==> config.mk <==
export PLATFORM = sky130hd
export DESIGN_NAME = gtx_optical_rx
export DESIGN_NICKNAME = d
export VERILOG_FILES = /design/src/common/comp_rx_pkg.sv /design/src/logic/comp_frame_aligner.sv /design/src/logic/link_monitor.sv /design/src/logic/prbs_checker.sv /design/src/logic/bx_delay_line.sv /design/src/rx_control/rx_control.sv /design/src/logic/gtx_optical_rx.sv
export VERILOG_INCLUDE_DIRS = /design/src /design/src/common
export SDC_FILE = /design/constraint.sdc
export NUM_CORES = 1
export LEC_CHECK = 0
export ABC_CLOCK_PERIOD_IN_PS = 34700
export BUFFER_PORTS_ARGS = -buffer_cell sky130_fd_sc_hd__buf_2
export CAP_MARGIN = 10
export CORE_MARGIN = 4
export CORE_UTILIZATION = 45
export CTS_BUF_LIST = sky130_fd_sc_hd__clkbuf_4 sky130_fd_sc_hd__clkbuf_8 sky130_fd_sc_hd__clkbuf_16
export CTS_CLUSTER_DIAMETER = 200
export CTS_CLUSTER_SIZE = 12
export DETAILED_ROUTE_END_ITERATION = 8
export PLACE_DENSITY_LB_ADDON = 0.12
export SETUP_SLACK_MARGIN = 0.05
export SLEW_MARGIN = 10
export SYNTH_ARGS = -nofsm -noshare
export SYNTH_HDL_FRONTEND = slang
export SYNTH_SLANG_ARGS = --single-unit
export TNS_END_PERCENT = 5
==> constraint.sdc <==
create_clock -name clock -period 34.7 [get_ports clock]
set_input_delay 1.735 -clock clock [delete_from_list [all_inputs] [get_ports clock]]
set_output_delay 1.735 -clock clock [all_outputs]
set_load 0.02 [all_outputs]
==> src/common/comp_rx_macros.svh <==
`ifndef COMP_RX_MACROS_SVH
`define COMP_RX_MACROS_SVH

// Control characters on the fiber
`define K_START 16'h00BC  // Frame start comma
`define K_FC    16'h00FC  // Latency marker from the transmitter

// Frame and pipeline sizes
`define FRAME_WORDS 3   // Data words per comparator frame
`define DELAY_DEPTH 16  // Longest comparator delay in bx

// Link health thresholds
`define LINK_GOOD_FRAMES 16  // Clean frames in a row before link is good
`define LINK_BAD_ERRS    8   // Error count that marks the link bad

`endif

==> src/common/comp_rx_pkg.sv <==
package comp_rx_pkg;

  // --------------------
  // Frame payload
  // --------------------

  // Three 16-bit fiber words, first word in the top bits
  typedef logic [47:0] comp_data_t;

  // Side-band bits that ride the delay line beside the data
  typedef struct packed {
    logic valid;  // Frame complete this bx
    logic fc;     // Latency "FC" word seen this bx
  } frame_tag_t;

  // --------------------
  // Register map
  // --------------------

  // Byte offsets of the AXI4-Lite registers
  typedef enum logic [3:0] {
    CONTROL   = 4'h0,  // prbs_en, pol_swap, delay_sel
    STATUS    = 4'h4,  // Link flags, read only
    ERR_COUNT = 4'h8,  // PRBS or link error count
    COMMAND   = 4'hC   // Write-one pulses
  } rx_reg_addr_t;

endpackage

==> src/logic/comp_frame_aligner.sv <==
`timescale 1ns/10ps
`include "comp_rx_macros.svh"

module comp_frame_aligner (
  input  logic                   clock,
  input  logic                   gtx_rx_reset,
  input  logic [15:0]            rx_word,        // Deserialized fiber word
  input  logic                   rx_word_valid,
  input  logic                   rx_is_k,        // Word is a control character
  input  logic                   pol_swap,       // Swapped board route, invert data
  output comp_rx_pkg::comp_data_t frame_data,    // Assembled frame
  output logic                   frame_valid,    // Pulse, frame_data complete
  output logic                   frame_err,      // Pulse, framing violation
  output logic                   fc_seen,        // Pulse, latency word
  output logic                   sync_done       // Sticky after first start word
);

  localparam int CNT_W = $clog2(`FRAME_WORDS);

  logic             locked;     // Start word seen, frame in progress
  logic [CNT_W-1:0] word_cnt;   // Data words taken this frame
  logic [15:0]      data_word;  // Polarity-corrected data
  logic             is_start;
  logic             is_fc;
  logic             stray_k;
  logic             is_data;
  logic             last_word;

  // --------------------
  // Word decode
  // --------------------
  assign is_start  = rx_word_valid & rx_is_k & (rx_word == `K_START);
  assign is_fc     = rx_word_valid & rx_is_k & (rx_word == `K_FC);
  assign stray_k   = rx_word_valid & rx_is_k & ~is_start & ~is_fc;  // Any other comma
  assign is_data   = rx_word_valid & ~rx_is_k;
  assign data_word = pol_swap ? ~rx_word : rx_word;
  assign last_word = (word_cnt == CNT_W'(`FRAME_WORDS - 1));

  // --------------------
  // Lock and word count
  // --------------------
  always_ff @(posedge clock or posedge gtx_rx_reset) begin
    if (gtx_rx_reset) begin
      locked      <= 1'b0;
      word_cnt    <= '0;
      frame_valid <= 1'b0;
      frame_err   <= 1'b0;
      fc_seen     <= 1'b0;
      sync_done   <= 1'b0;
    end else begin
      frame_valid <= 1'b0;
      frame_err   <= 1'b0;
      fc_seen     <= is_fc;  // FC leaves framing untouched
      if (is_start) begin
        locked    <= 1'b1;   // Restart counting, even mid-frame
        word_cnt  <= '0;
        sync_done <= 1'b1;
      end else if (stray_k) begin
        frame_err <= locked;  // Only an error inside a frame
        locked    <= 1'b0;
        word_cnt  <= '0;
      end else if (is_data) begin
        if (!locked) begin
          frame_err <= 1'b1;  // Data with no start word
        end else if (last_word) begin
          frame_valid <= 1'b1;
          locked      <= 1'b0;  // Next frame needs its own start word
          word_cnt    <= '0;
        end else begin
          word_cnt <= word_cnt + 1'b1;
        end
      end
    end
  end

  // Assembly shift register, first word ends up on top
  always_ff @(posedge clock) begin
    if (is_data && locked) begin
      frame_data <= {frame_data[$bits(frame_data)-17:0], data_word};
    end
  end

  // A frame needs three words, so frames and errors never coincide or run back to back
  assert property (@(posedge clock) disable iff (gtx_rx_reset)
    frame_valid |-> !frame_err ##1 !frame_valid);

endmodule

==> src/logic/link_monitor.sv <==
`timescale 1ns/10ps
`include "comp_rx_macros.svh"

module link_monitor (
  input  logic       clock,
  input  logic       gtx_rx_reset,
  input  logic       frame_valid,    // Good frame from aligner
  input  logic       frame_err,      // Framing error from aligner
  input  logic       clear,          // Register command
  input  logic       ttc_resync,     // Resync from TTC
  output logic [7:0] link_errcount,  // Saturating error count
  output logic       link_good,
  output logic       link_bad,
  output logic       link_had_err    // Sticky
);

  localparam int RUN_W = $clog2(`LINK_GOOD_FRAMES + 1);

  logic [RUN_W-1:0] run_cnt;   // Consecutive clean frames, saturates at threshold
  logic [7:0]       err_next;  // Count after this error
  logic             clr;

  assign clr      = clear | ttc_resync;
  assign err_next = (link_errcount == 8'hFF) ? link_errcount : link_errcount + 8'd1;

  // --------------------
  // Error count and flags
  // --------------------
  always_ff @(posedge clock or posedge gtx_rx_reset) begin
    if (gtx_rx_reset) begin
      link_errcount <= '0;
      link_bad      <= 1'b0;
      link_had_err  <= 1'b0;
    end else if (clr) begin
      link_errcount <= '0;  // Clear wins over a same-cycle error
      link_bad      <= 1'b0;
      link_had_err  <= 1'b0;
    end else if (frame_err) begin
      link_errcount <= err_next;
      link_bad      <= link_bad | (err_next >= 8'(`LINK_BAD_ERRS));
      link_had_err  <= 1'b1;
    end
  end

  // --------------------
  // Good-run tracking
  // --------------------
  // link_good follows the run counter, which a clear keeps
  always_ff @(posedge clock or posedge gtx_rx_reset) begin
    if (gtx_rx_reset) begin
      run_cnt   <= '0;
      link_good <= 1'b0;
    end else if (frame_err) begin
      run_cnt   <= '0;  // Any error restarts the run
      link_good <= 1'b0;
    end else if (frame_valid && (run_cnt != RUN_W'(`LINK_GOOD_FRAMES))) begin
      run_cnt <= run_cnt + 1'b1;
      if (run_cnt == RUN_W'(`LINK_GOOD_FRAMES - 1)) begin
        link_good <= 1'b1;
      end
    end
  end

endmodule

==> src/logic/prbs_checker.sv <==
`timescale 1ns/10ps

module prbs_checker (
  input  logic                    clock,
  input  logic                    gtx_rx_reset,
  input  logic                    enable,         // PRBS self-test mode
  input  logic                    clear,          // Register command
  input  logic                    ttc_resync,     // Resync from TTC
  input  comp_rx_pkg::comp_data_t frame_data,
  input  logic                    frame_valid,
  output logic [15:0]             prbs_errcount,  // Saturating mismatch count
  output logic                    prbs_err        // Pulse per mismatch
);

  import comp_rx_pkg::*;

  comp_data_t prev_frame;  // Last received frame
  comp_data_t expected;    // Next LFSR state from prev_frame
  logic       seeded;      // prev_frame holds a real frame
  logic       clr;
  logic       mismatch;

  // One Fibonacci step, taps 48/47/21/20
  function automatic comp_data_t lfsr_step(input comp_data_t s);
    return {s[46:0], s[47] ^ s[46] ^ s[20] ^ s[19]};
  endfunction

  assign clr      = clear | ttc_resync;
  assign expected = lfsr_step(prev_frame);
  assign mismatch = enable & frame_valid & seeded & (frame_data != expected);

  always_ff @(posedge clock or posedge gtx_rx_reset) begin
    if (gtx_rx_reset) begin
      seeded        <= 1'b0;
      prbs_errcount <= '0;
      prbs_err      <= 1'b0;
    end else begin
      prbs_err <= mismatch & ~clr;
      if (clr || !enable) seeded <= 1'b0;  // First frame after this reseeds
      else if (frame_valid) seeded <= 1'b1;
      if (clr) begin
        prbs_errcount <= '0;
      end else if (mismatch && (prbs_errcount != 16'hFFFF)) begin
        prbs_errcount <= prbs_errcount + 16'd1;
      end
    end
  end

  // Compare each frame against its received predecessor
  always_ff @(posedge clock) begin
    if (enable && frame_valid) prev_frame <= frame_data;
  end

endmodule

==> src/logic/bx_delay_line.sv <==
`timescale 1ns/10ps
`include "comp_rx_macros.svh"

module bx_delay_line #(
  parameter type payload_t = logic  // Data or tag payload
) (
  input  logic       clock,
  input  logic       gtx_rx_reset,
  input  logic [3:0] delay_sel,  // Tap, delay is delay_sel + 1
  input  logic       zero_in,    // Untrusted link, shift in zeros
  input  payload_t   d,
  output payload_t   q
);

  payload_t taps [`DELAY_DEPTH];  // taps[0] is one bx old

  always_ff @(posedge clock or posedge gtx_rx_reset) begin
    if (gtx_rx_reset) begin
      for (int i = 0; i < `DELAY_DEPTH; i++) begin
        taps[i] <= '0;
      end
    end else begin
      taps[0] <= zero_in ? payload_t'('0) : d;
      for (int i = 1; i < `DELAY_DEPTH; i++) begin
        taps[i] <= taps[i-1];
      end
    end
  end

  assign q = taps[delay_sel];  // 16 taps cover every 4-bit select

endmodule

==> src/rx_control/rx_control.sv <==
`timescale 1ns/10ps

module rx_control (
  input  logic        clock,
  input  logic        gtx_rx_reset,
  // AXI4-Lite slave
  input  logic [3:0]  awaddr,
  input  logic        awvalid,
  output logic        awready,
  input  logic [31:0] wdata,
  input  logic [3:0]  wstrb,
  input  logic        wvalid,
  output logic        wready,
  output logic [1:0]  bresp,
  output logic        bvalid,
  input  logic        bready,
  input  logic [3:0]  araddr,
  input  logic        arvalid,
  output logic        arready,
  output logic [31:0] rdata,
  output logic [1:0]  rresp,
  output logic        rvalid,
  input  logic        rready,
  // Link status in
  input  logic        link_good,
  input  logic        link_bad,
  input  logic        link_had_err,
  input  logic        sync_done,
  input  logic [7:0]  link_errcount,
  input  logic [15:0] prbs_errcount,
  input  logic        prbs_err,
  // Controls out
  output logic        prbs_en,
  output logic        pol_swap,
  output logic [3:0]  delay_sel,
  output logic        clear_counts,  // One-cycle pulse
  output logic        gate_link      // Zero the comparator data
);

  import comp_rx_pkg::*;

  localparam logic [1:0] RESP_OKAY = 2'b00;

  logic         aw_seen;     // Address waiting for its data
  logic         w_seen;      // Data waiting for its address
  logic [3:0]   aw_addr_q;
  logic [31:0]  w_data_q;
  logic [3:0]   w_strb_q;
  logic         aw_hs;
  logic         w_hs;
  logic         wr_fire;     // Both halves present, write now
  rx_reg_addr_t wr_addr;
  logic [31:0]  wr_data;
  logic [3:0]   wr_strb;
  rx_reg_addr_t rd_addr;
  logic [31:0]  rd_mux;
  logic [15:0]  err_count_sel;
  logic         prbs_err_seen;  // Sticky PRBS error for STATUS

  // --------------------
  // Write channel
  // --------------------
  assign awready = ~aw_seen & ~bvalid;
  assign wready  = ~w_seen & ~bvalid;
  assign aw_hs   = awvalid & awready;
  assign w_hs    = wvalid & wready;
  assign wr_fire = (aw_seen | aw_hs) & (w_seen | w_hs);
  assign wr_addr = rx_reg_addr_t'(aw_seen ? aw_addr_q : awaddr);
  assign wr_data = w_seen ? w_data_q : wdata;
  assign wr_strb = w_seen ? w_strb_q : wstrb;
  assign bresp   = RESP_OKAY;

  always_ff @(posedge clock or posedge gtx_rx_reset) begin
    if (gtx_rx_reset) begin
      aw_seen <= 1'b0;
      w_seen  <= 1'b0;
      bvalid  <= 1'b0;
    end else begin
      if (bvalid && bready) bvalid <= 1'b0;
      if (wr_fire) begin
        aw_seen <= 1'b0;
        w_seen  <= 1'b0;
        bvalid  <= 1'b1;  // Response the cycle after both halves
      end else begin
        if (aw_hs) aw_seen <= 1'b1;
        if (w_hs) w_seen <= 1'b1;
      end
    end
  end

  // Hold whichever half arrived first
  always_ff @(posedge clock) begin
    if (aw_hs) aw_addr_q <= awaddr;
    if (w_hs) begin
      w_data_q <= wdata;
      w_strb_q <= wstrb;
    end
  end

  // --------------------
  // Registers
  // --------------------
  always_ff @(posedge clock or posedge gtx_rx_reset) begin
    if (gtx_rx_reset) begin
      prbs_en      <= 1'b0;
      pol_swap     <= 1'b0;
      delay_sel    <= '0;
      clear_counts <= 1'b0;
    end else begin
      clear_counts <= 1'b0;
      if (wr_fire && wr_strb[0]) begin  // All fields live in byte 0
        case (wr_addr)
          CONTROL: begin
            prbs_en   <= wr_data[0];
            pol_swap  <= wr_data[1];
            delay_sel <= wr_data[7:4];
          end
          COMMAND: clear_counts <= wr_data[0];
          default: ;  // STATUS and ERR_COUNT are read only
        endcase
      end
    end
  end

  always_ff @(posedge clock or posedge gtx_rx_reset) begin
    if (gtx_rx_reset) prbs_err_seen <= 1'b0;
    else if (clear_counts) prbs_err_seen <= 1'b0;
    else if (prbs_err) prbs_err_seen <= 1'b1;
  end

  // --------------------
  // Read channel
  // --------------------
  assign arready       = ~rvalid;  // One read in flight
  assign rresp         = RESP_OKAY;
  assign rd_addr       = rx_reg_addr_t'(araddr);
  assign err_count_sel = prbs_en ? prbs_errcount : {8'h00, link_errcount};

  always_comb begin
    case (rd_addr)
      CONTROL:   rd_mux = {24'h0, delay_sel, 2'b00, pol_swap, prbs_en};
      STATUS:    rd_mux = {27'h0, prbs_err_seen, sync_done, link_had_err, link_bad, link_good};
      ERR_COUNT: rd_mux = {16'h0, err_count_sel};
      default:   rd_mux = 32'h0;  // COMMAND and holes read zero
    endcase
  end

  always_ff @(posedge clock or posedge gtx_rx_reset) begin
    if (gtx_rx_reset) rvalid <= 1'b0;
    else if (arvalid && arready) rvalid <= 1'b1;
    else if (rready) rvalid <= 1'b0;
  end

  always_ff @(posedge clock) begin
    if (arvalid && arready) rdata <= rd_mux;
  end

  // Keep bad or unproven links out of the trigger
  assign gate_link = ~link_good | link_bad;

  // Write response must stay up until the master takes it
  assert property (@(posedge clock) disable iff (gtx_rx_reset)
    bvalid && !bready |=> bvalid);

endmodule

==> src/logic/gtx_optical_rx.sv <==
`timescale 1ns/10ps

module gtx_optical_rx (
  input  logic                    clock,
  input  logic                    gtx_rx_reset,
  // Deserialized fiber
  input  logic [15:0]             rx_word,
  input  logic                    rx_word_valid,
  input  logic                    rx_is_k,
  input  logic                    ttc_resync,  // Clears link monitor and PRBS count
  // AXI4-Lite slave
  input  logic [3:0]              awaddr,
  input  logic                    awvalid,
  output logic                    awready,
  input  logic [31:0]             wdata,
  input  logic [3:0]              wstrb,
  input  logic                    wvalid,
  output logic                    wready,
  output logic [1:0]              bresp,
  output logic                    bvalid,
  input  logic                    bready,
  input  logic [3:0]              araddr,
  input  logic                    arvalid,
  output logic                    arready,
  output logic [31:0]             rdata,
  output logic [1:0]              rresp,
  output logic                    rvalid,
  input  logic                    rready,
  // Comparator data and link status
  output comp_rx_pkg::comp_data_t comp_data,
  output logic                    comp_data_valid,
  output logic                    rx_fc,
  output logic                    link_good,
  output logic                    link_bad,
  output logic                    link_had_err
);

  import comp_rx_pkg::*;

  comp_data_t frame_data;
  logic       frame_valid;
  logic       frame_err;
  logic       fc_seen;
  logic       sync_done;
  logic [7:0] link_errcount;
  logic [15:0] prbs_errcount;
  logic       prbs_err;
  logic       prbs_en;
  logic       pol_swap;
  logic [3:0] delay_sel;
  logic       clear_counts;
  logic       gate_link;
  frame_tag_t tag_d;  // Flags entering the tag delay line
  frame_tag_t tag_q;

  // --------------------
  // Fiber front end
  // --------------------
  comp_frame_aligner u_aligner (
    .clock, .gtx_rx_reset, .rx_word, .rx_word_valid, .rx_is_k, .pol_swap,
    .frame_data, .frame_valid, .frame_err, .fc_seen, .sync_done
  );

  link_monitor u_link_mon (
    .clock, .gtx_rx_reset, .frame_valid, .frame_err,
    .clear (clear_counts), .ttc_resync,
    .link_errcount, .link_good, .link_bad, .link_had_err
  );

  prbs_checker u_prbs (
    .clock, .gtx_rx_reset, .enable (prbs_en), .clear (clear_counts), .ttc_resync,
    .frame_data, .frame_valid, .prbs_errcount, .prbs_err
  );

  rx_control u_ctrl (
    .clock, .gtx_rx_reset,
    .awaddr, .awvalid, .awready, .wdata, .wstrb, .wvalid, .wready,
    .bresp, .bvalid, .bready, .araddr, .arvalid, .arready,
    .rdata, .rresp, .rvalid, .rready,
    .link_good, .link_bad, .link_had_err, .sync_done,
    .link_errcount, .prbs_errcount, .prbs_err,
    .prbs_en, .pol_swap, .delay_sel, .clear_counts, .gate_link
  );

  // --------------------
  // Bx delay, data and tags kept in step
  // --------------------
  assign tag_d.valid = frame_valid;
  assign tag_d.fc    = fc_seen;

  bx_delay_line #(.payload_t(comp_data_t)) u_data_dly (
    .clock, .gtx_rx_reset, .delay_sel, .zero_in (gate_link),
    .d (frame_data), .q (comp_data)
  );

  bx_delay_line #(.payload_t(frame_tag_t)) u_tag_dly (
    .clock, .gtx_rx_reset, .delay_sel, .zero_in (gate_link),
    .d (tag_d), .q (tag_q)
  );

  assign comp_data_valid = tag_q.valid;
  assign rx_fc           = tag_q.fc;  // Latency marker, same delay as data

endmodule

* Word-level counts from Yosys, hierarchy flattened *
Index checks and enable logic that the tools add are counted.
Widths: inputs -> output; s select.

word-level totals
  bits in registers = 994
  input port bits = 70
  logic and storage cells = 215

operators by class
  mux-type cells = 61
  reduce and logical (&&, ||, !) cells = 26
  add/sub/neg operators = 4
  order comparisons = 2
  equality and inequality tests = 11
  bitwise logic cells = 34

operator list
  kind                   count
  $bmux 48 s4            1
  $mux 48                3
  $mux 16                4
  $ne 48x48->1           1
  $pmux 16 s3            1
  $mux 1                 36
  $eq 16x8->1 const B    2
  $mux 8                 4
  $reduce_bool 2->1      10
  $add 16x1->16 const B  1
  $mux 2                 8
  $ne 16x16->1 const B   1
  $not 16->16            1
  $and 1x1->1            15
  $mux 5                 2
  $not 1->1              9
  $add 8x1->8 const B    1
  $bmux 2 s4             1
  $eq 4x4->1 const B     2
  $eq 8x8->1 const B     1
  $ge 8x4->1 const B     1
  $logic_not 4->1        2
  $logic_and 1x1->1      7
  $reduce_and 2->1       3
  other kinds (14)       21

* Logic depth before layout (Yosys ltp) *
  depth after elaboration = 8
  depth in mapped cells = 9

* Hierarchy *
A second synthesis with hierarchy kept.

second synthesis, totals
  cell total of the unflattened synthesis = 1858
  area, all modules = 34000.1 um2

by module, submodules not included
  module                       cells each  times used  area each (um2)
  bx_delay_line at u_data_dly  1225        1           25102.8
  prbs_checker                 229         1           3035.4
  comp_frame_aligner           103         1           1989.4
  rx_control                   153         1           1918.1
  bx_delay_line at u_tag_dly   56          1           1086.0
  link_monitor                 92          1           868.3

* Least setup slack after synthesis *
No wires, ideal clock.

  path type = input -> register
  start point = input port rx_word_valid
  end point = register u_aligner.frame_data[0], enable pin
  buffers on the path = 0
  arrival = 3.842 ns
  data required time = 34.246 ns
  slack = 30.403 ns
  stages on the path = 2
  setup time = 0.454 ns
  cell sequence = nand2_1 nor2_1

on the way
  cells in the longest elaborated chain, start to end = 2

ends and longest elaborated chain
  what                  line                      source
  start, declared       gtx_optical_rx.sv:8       input logic rx_word_valid,
  $and 1x1->1           comp_frame_aligner.sv:35  assign is_data = rx_word_valid & ~rx_is_k;
  $logic_and 1x1->1     comp_frame_aligner.sv:78  if (is_data && locked) begin
  end signal, assigned  comp_frame_aligner.sv:79  frame_data <= {frame_data[$bits(frame_data)-17:0], data_word};
  end, declared         comp_frame_aligner.sv:11  output comp_rx_pkg::comp_data_t frame_data,

Every way passes these cells.
A chain may end at the register's enable or synchronous reset.

* Worst setup path in the final report *
  start point = register u_ctrl.delay_sel[0]
  end point = output port comp_data[31]

on the way
  cells in the longest elaborated chain, start to end = 4

ends and longest elaborated chain
  what                                         line                  source
  start, declared                              rx_control.sv:35      output logic [3:0] delay_sel,
  start signal, assigned                       rx_control.sv:116     delay_sel <= wr_data[7:4];
  $not 4->5 (not written as such)              bx_delay_line.sv:30   assign q = taps[delay_sel];
  $bmux 48 s4                                  bx_delay_line.sv:30
  $mux 48 (not written as such) (2 in series)  bx_delay_line.sv:30
  end, declared                                gtx_optical_rx.sv:30  output comp_rx_pkg::comp_data_t comp_data,

Every way passes these cells. The select of a mux whose other input is x is not followed.

==> flow_summary.ini <==
[route]
drc_violation_count_after_routing = 0
drt-total-wl_um = 62200
via_count = 15471
detail_route.vias_per_cell = 5.39
dr.first_iter.drc_count = 1011
drt-wirelength-per-cell_um = 21.7
drtPass1Iterations = 5
detail-route-antenna-nets = 0

[pwr]
leakage_power_nw = 17.4
max-vdd-ir-drop_uv = 55.8
power.density_cell_area_nw_per_um2 = 63.7
clock_power_share_pct = 36.9
pwr-share-seq_pct = 50.5
pwr-share-comb_pct = 12.6
swShare_pct = 25.3
netSwitchingPower_mw = 0.610
p_int_mw = 1.80

[synth]
synth-main-ff-cell = sky130_fd_sc_hd__dfrtp_1
synth_sequential_area_ratio_pct = 74.0
synth_edf_count = 123
postSynth.asyncResetShare_pct = 87.4
syn_area_per_cell_um2 = 19.6
synth-warning-count = 0
netlist_instances = 1724
synth_cell_types = 54
ys_ff_latch = 976
synth_area_um2 = 33800

[placement]
final_weighted_congestion_in_routability_driven_placement = 0.794
portBuffers = 114
placed_area_um2 = 35400
dp_hpwl_um = 37100

[timing]
clock.fmax_mhz = 164
clock_skew_ns = 0.0136
rsz0062_at_grt = no
totalNegativeSetupSlack_ns = 0
fin_crit_sh_pct = 17.5
maxSlewHeadroom_pct = 30.1
report.final.setup_viol = 0
worst-slew-pin-transition_ns = 1.05
timing.final.crit_period_ns = 6.09
timing_hold_violations_final = 0
drv_slew = 0

[worst_hold_path]
worst_hold_path_type = reg -> reg
worst_hold_startpoint = u_data_dly.taps[739]

[critical_path]
crit_slowest_cell = sky130_fd_sc_hd__dfrtp_4
critPathLaunch = u_ctrl.delay_sel[0]
timing.setup.critical_path_class = reg -> out
crit_buf_inv = 3
ff2ff_setup_slack_ns = 32.25
critPathArrivalTime_ns = 4.35
cp_max_fo = 45
r2r_start = u_ctrl.prbs_en
crit_family = buffers and inverters
critical-path-max-stage-delay_ns = 0.93
crit_path_cell_trace = buf_4 -> buf_4 -> mux4_2 -> mux4_2 -> buf_2
start_kind = register
worstPathRequired_ns = 32.97
cp-end-kind = output port

[layout]
drive_gt1_share_pct = 27.4
nets = 1949
fillerInstances = 5969
layout.core_utilization_pct = 50.9
area_growth_pct = 12.2
sequential_cell_area_um2 = 25100
area_taken_by_multi_input_logic_gates_um2 = 8320
final_design_area_no_fill_um2 = 37900

[cts]
clock_insertion_delay_worst_skew_ns = 0.62
cts_root_buffer = sky130_fd_sc_hd__clkbuf_16
post_cts_hold_buffer_count = 0
cts_inserted_buffers = 91
cts_repair_resize_count = 0
clkSinkCount = 976
tritoncts = done
post-cts-setup-buffers = 0
cts.path.max_buffers = 3
htree_num_levels = 3
clkTransAtPathRegs_ns = 0.06

[die]
die_w_um = 282
start_util_pct = 45.4
rows = 100
top_level_ports = 164
floorplan.die_area_um2 = 79600
core-area_um2 = 74400
dieHeight_um = 282

[global_route]
grt_antenna_before_repair = 2
largest_net_degree_at_the_start_of_global_routing = 181
grt_pass1_vias = 17497
grt_pass1_wl_um = 102000
grt_util_all_layers_pct = 16.4
global_route.overflow_total = 0

[flow_run]
maxCapViolCount = 0

[status]
status = complete, no violations
cell families (layout without fill, tap and decap cells):
group	count (synthesis)	after routing	synth area share, %
XOR/XNOR	80	80	2.07
adder cells (fa/ha/maj)	5	5	0.185
multiplexers	271	271	17.3
AO/OA/AOI/OAI	63	63	1.25
flip-flops	976	976	74.0
AND/OR/NAND/NOR	219	219	3.57
buffers and inverters	109	264	1.61
other	1	21	0.0111
through the flow:
step	hold slack, ns	power (mW)	std cells	setup WS, ns
after global routing	0.371	2.53	2867	28.19
after global placement	0.353	1.56	2750	29.05
after detailed placement	0.355	1.56	2750	29.06
final	0.360	2.42	2868	28.61
after floorplan	0.349	1.48	1743	9.00
after CTS	0.359	2.47	2867	28.39
power by group through the flow:
| stage | sequential (mW) | combinational, mW | clock [mW] |
|---|---|---|---|
| floorplan | 1.20 | 0.281 | 0 |
| global placement | 1.24 | 0.318 | 0 |
| detailed placement | 1.24 | 0.317 | 0 |
| CTS | 1.22 | 0.317 | 0.928 |
| global route | 1.23 | 0.334 | 0.974 |
| finish | 1.22 | 0.304 | 0.891 |
worst paths after layout:
check	end	cells past startpoint
max in group asynchronous	u_data_dly.taps[381]	5
worst max-delay path	comp_data[31]	5
min in group asynchronous	u_data_dly.taps[71]	2
worst min-delay path	u_data_dly.taps[691]	0
worst min register to register	u_data_dly.taps[691]	0
worst max register to register	u_prbs.prbs_errcount[7]	6
registers in the layout, summed over array words and instances (netlist names), 2 cells and up:
name,count
u_ctrl.aw_addr_q,4
u_tag_dly.taps,32
u_ctrl.w_data_q,6
u_aligner.word_cnt,2
u_prbs.prev_frame,48
u_link_mon.link_errcount,8
u_aligner.frame_data,48
u_link_mon.run_cnt,5
u_data_dly.taps,768
u_ctrl.rdata,16
u_prbs.prbs_errcount,16
u_ctrl.delay_sel,4
layout by cell type, fill, tap and decap left out, types with 3 or more instances in the layout:
cell type                   instances
sky130_fd_sc_hd__dfrtp_1          849
sky130_fd_sc_hd__mux4_2           250
sky130_fd_sc_hd__edfxtp_1         123
sky130_fd_sc_hd__buf_2            114
sky130_fd_sc_hd__clkbuf_16         95
sky130_fd_sc_hd__and2_1            61
sky130_fd_sc_hd__nor2_1            56
sky130_fd_sc_hd__xnor2_1           54
sky130_fd_sc_hd__nand2_1           28
sky130_fd_sc_hd__xor2_1            26
sky130_fd_sc_hd__a21oi_1           21
sky130_fd_sc_hd__nand4_1           21
sky130_fd_sc_hd__mux2i_1           20
sky130_fd_sc_hd__conb_1            20
sky130_fd_sc_hd__clkbuf_4          20
sky130_fd_sc_hd__buf_4             20
sky130_fd_sc_hd__nor3_1            11
sky130_fd_sc_hd__inv_1              9
sky130_fd_sc_hd__o21ai_0            8
sky130_fd_sc_hd__or3_1              7
sky130_fd_sc_hd__nand3_1            7
sky130_fd_sc_hd__o21ai_1            5
sky130_fd_sc_hd__ha_1               5
sky130_fd_sc_hd__a211oi_1           4
sky130_fd_sc_hd__nor2b_1            4
sky130_fd_sc_hd__nor4_1             4
sky130_fd_sc_hd__and3_1             4
sky130_fd_sc_hd__a31oi_1            4
sky130_fd_sc_hd__o22a_1             3
sky130_fd_sc_hd__nor4_2             3
sky130_fd_sc_hd__dfrtp_4            3
Yosys cell counts, types with 2 or more instances:
| cell type | number | area, um2 |
|---|---|---|
| sky130_fd_sc_hd__and2_1 | 62 | 388 |
| sky130_fd_sc_hd__mux2i_1 | 20 | 200 |
| sky130_fd_sc_hd__ha_1 | 5 | 62.6 |
| sky130_fd_sc_hd__nor2_1 | 57 | 214 |
| sky130_fd_sc_hd__o21ai_0 | 8 | 40.0 |
| sky130_fd_sc_hd__o21ai_1 | 5 | 25.0 |
| sky130_fd_sc_hd__o41ai_1 | 2 | 17.5 |
| sky130_fd_sc_hd__xor2_1 | 26 | 228 |
| sky130_fd_sc_hd__buf_1 | 3 | 11.3 |
| sky130_fd_sc_hd__nor4_1 | 4 | 25.0 |
| sky130_fd_sc_hd__a211oi_1 | 4 | 30.0 |
| sky130_fd_sc_hd__o21bai_1 | 2 | 15.0 |
| sky130_fd_sc_hd__or3_1 | 7 | 43.8 |
| sky130_fd_sc_hd__and3_1 | 4 | 25.0 |
| sky130_fd_sc_hd__nor3_1 | 11 | 55.1 |
| sky130_fd_sc_hd__a21oi_1 | 21 | 105 |
| sky130_fd_sc_hd__mux4_2 | 250 | 5630 |
| sky130_fd_sc_hd__buf_6 | 2 | 22.5 |
| sky130_fd_sc_hd__and3_4 | 2 | 22.5 |
| sky130_fd_sc_hd__nor2b_1 | 5 | 31.3 |
| sky130_fd_sc_hd__nor4_2 | 3 | 37.5 |
| sky130_fd_sc_hd__a22o_1 | 2 | 17.5 |
| sky130_fd_sc_hd__nand3_1 | 7 | 35.0 |
| sky130_fd_sc_hd__buf_2 | 17 | 85.1 |
| sky130_fd_sc_hd__o21a_1 | 2 | 15.0 |
| sky130_fd_sc_hd__inv_1 | 10 | 37.5 |
| sky130_fd_sc_hd__xnor2_1 | 54 | 473 |
| sky130_fd_sc_hd__buf_4 | 26 | 195 |
| sky130_fd_sc_hd__edfxtp_1 | 123 | 3690 |
| sky130_fd_sc_hd__a31oi_1 | 4 | 25.0 |
| sky130_fd_sc_hd__a311oi_1 | 2 | 17.5 |
| sky130_fd_sc_hd__inv_2 | 2 | 7.51 |
| sky130_fd_sc_hd__nand4_1 | 21 | 131 |
| sky130_fd_sc_hd__o22a_1 | 3 | 26.3 |
| sky130_fd_sc_hd__o311ai_1 | 2 | 17.5 |
| sky130_fd_sc_hd__dfrtp_1 | 853 | 21300 |
| sky130_fd_sc_hd__nand2_1 | 28 | 105 |
| sky130_fd_sc_hd__clkbuf_1 | 49 | 184 |
layout make-up:
cell class | count | share of cell area [%]
timing repair buffer | 135 | 1.95
clock inverter | 2 | 0.0462
multi-input combinational | 658 | 21.9
antenna | 1 | 0.00660
sequential | 976 | 66.0
tap | 969 | 3.20
clock buffer | 115 | 6.66
inverter | 12 | 0.139
per-layer routing:
layer  global-route usage (%)  share of wire (%)  wire [um]
met1                     24.5                 47      29000
met2                     25.1                 47      29300
met3                     3.20                4.6       2880
met4                     4.45                1.7       1090
met5                        0              0.021         13
Power figures use the tool's default switching activity.
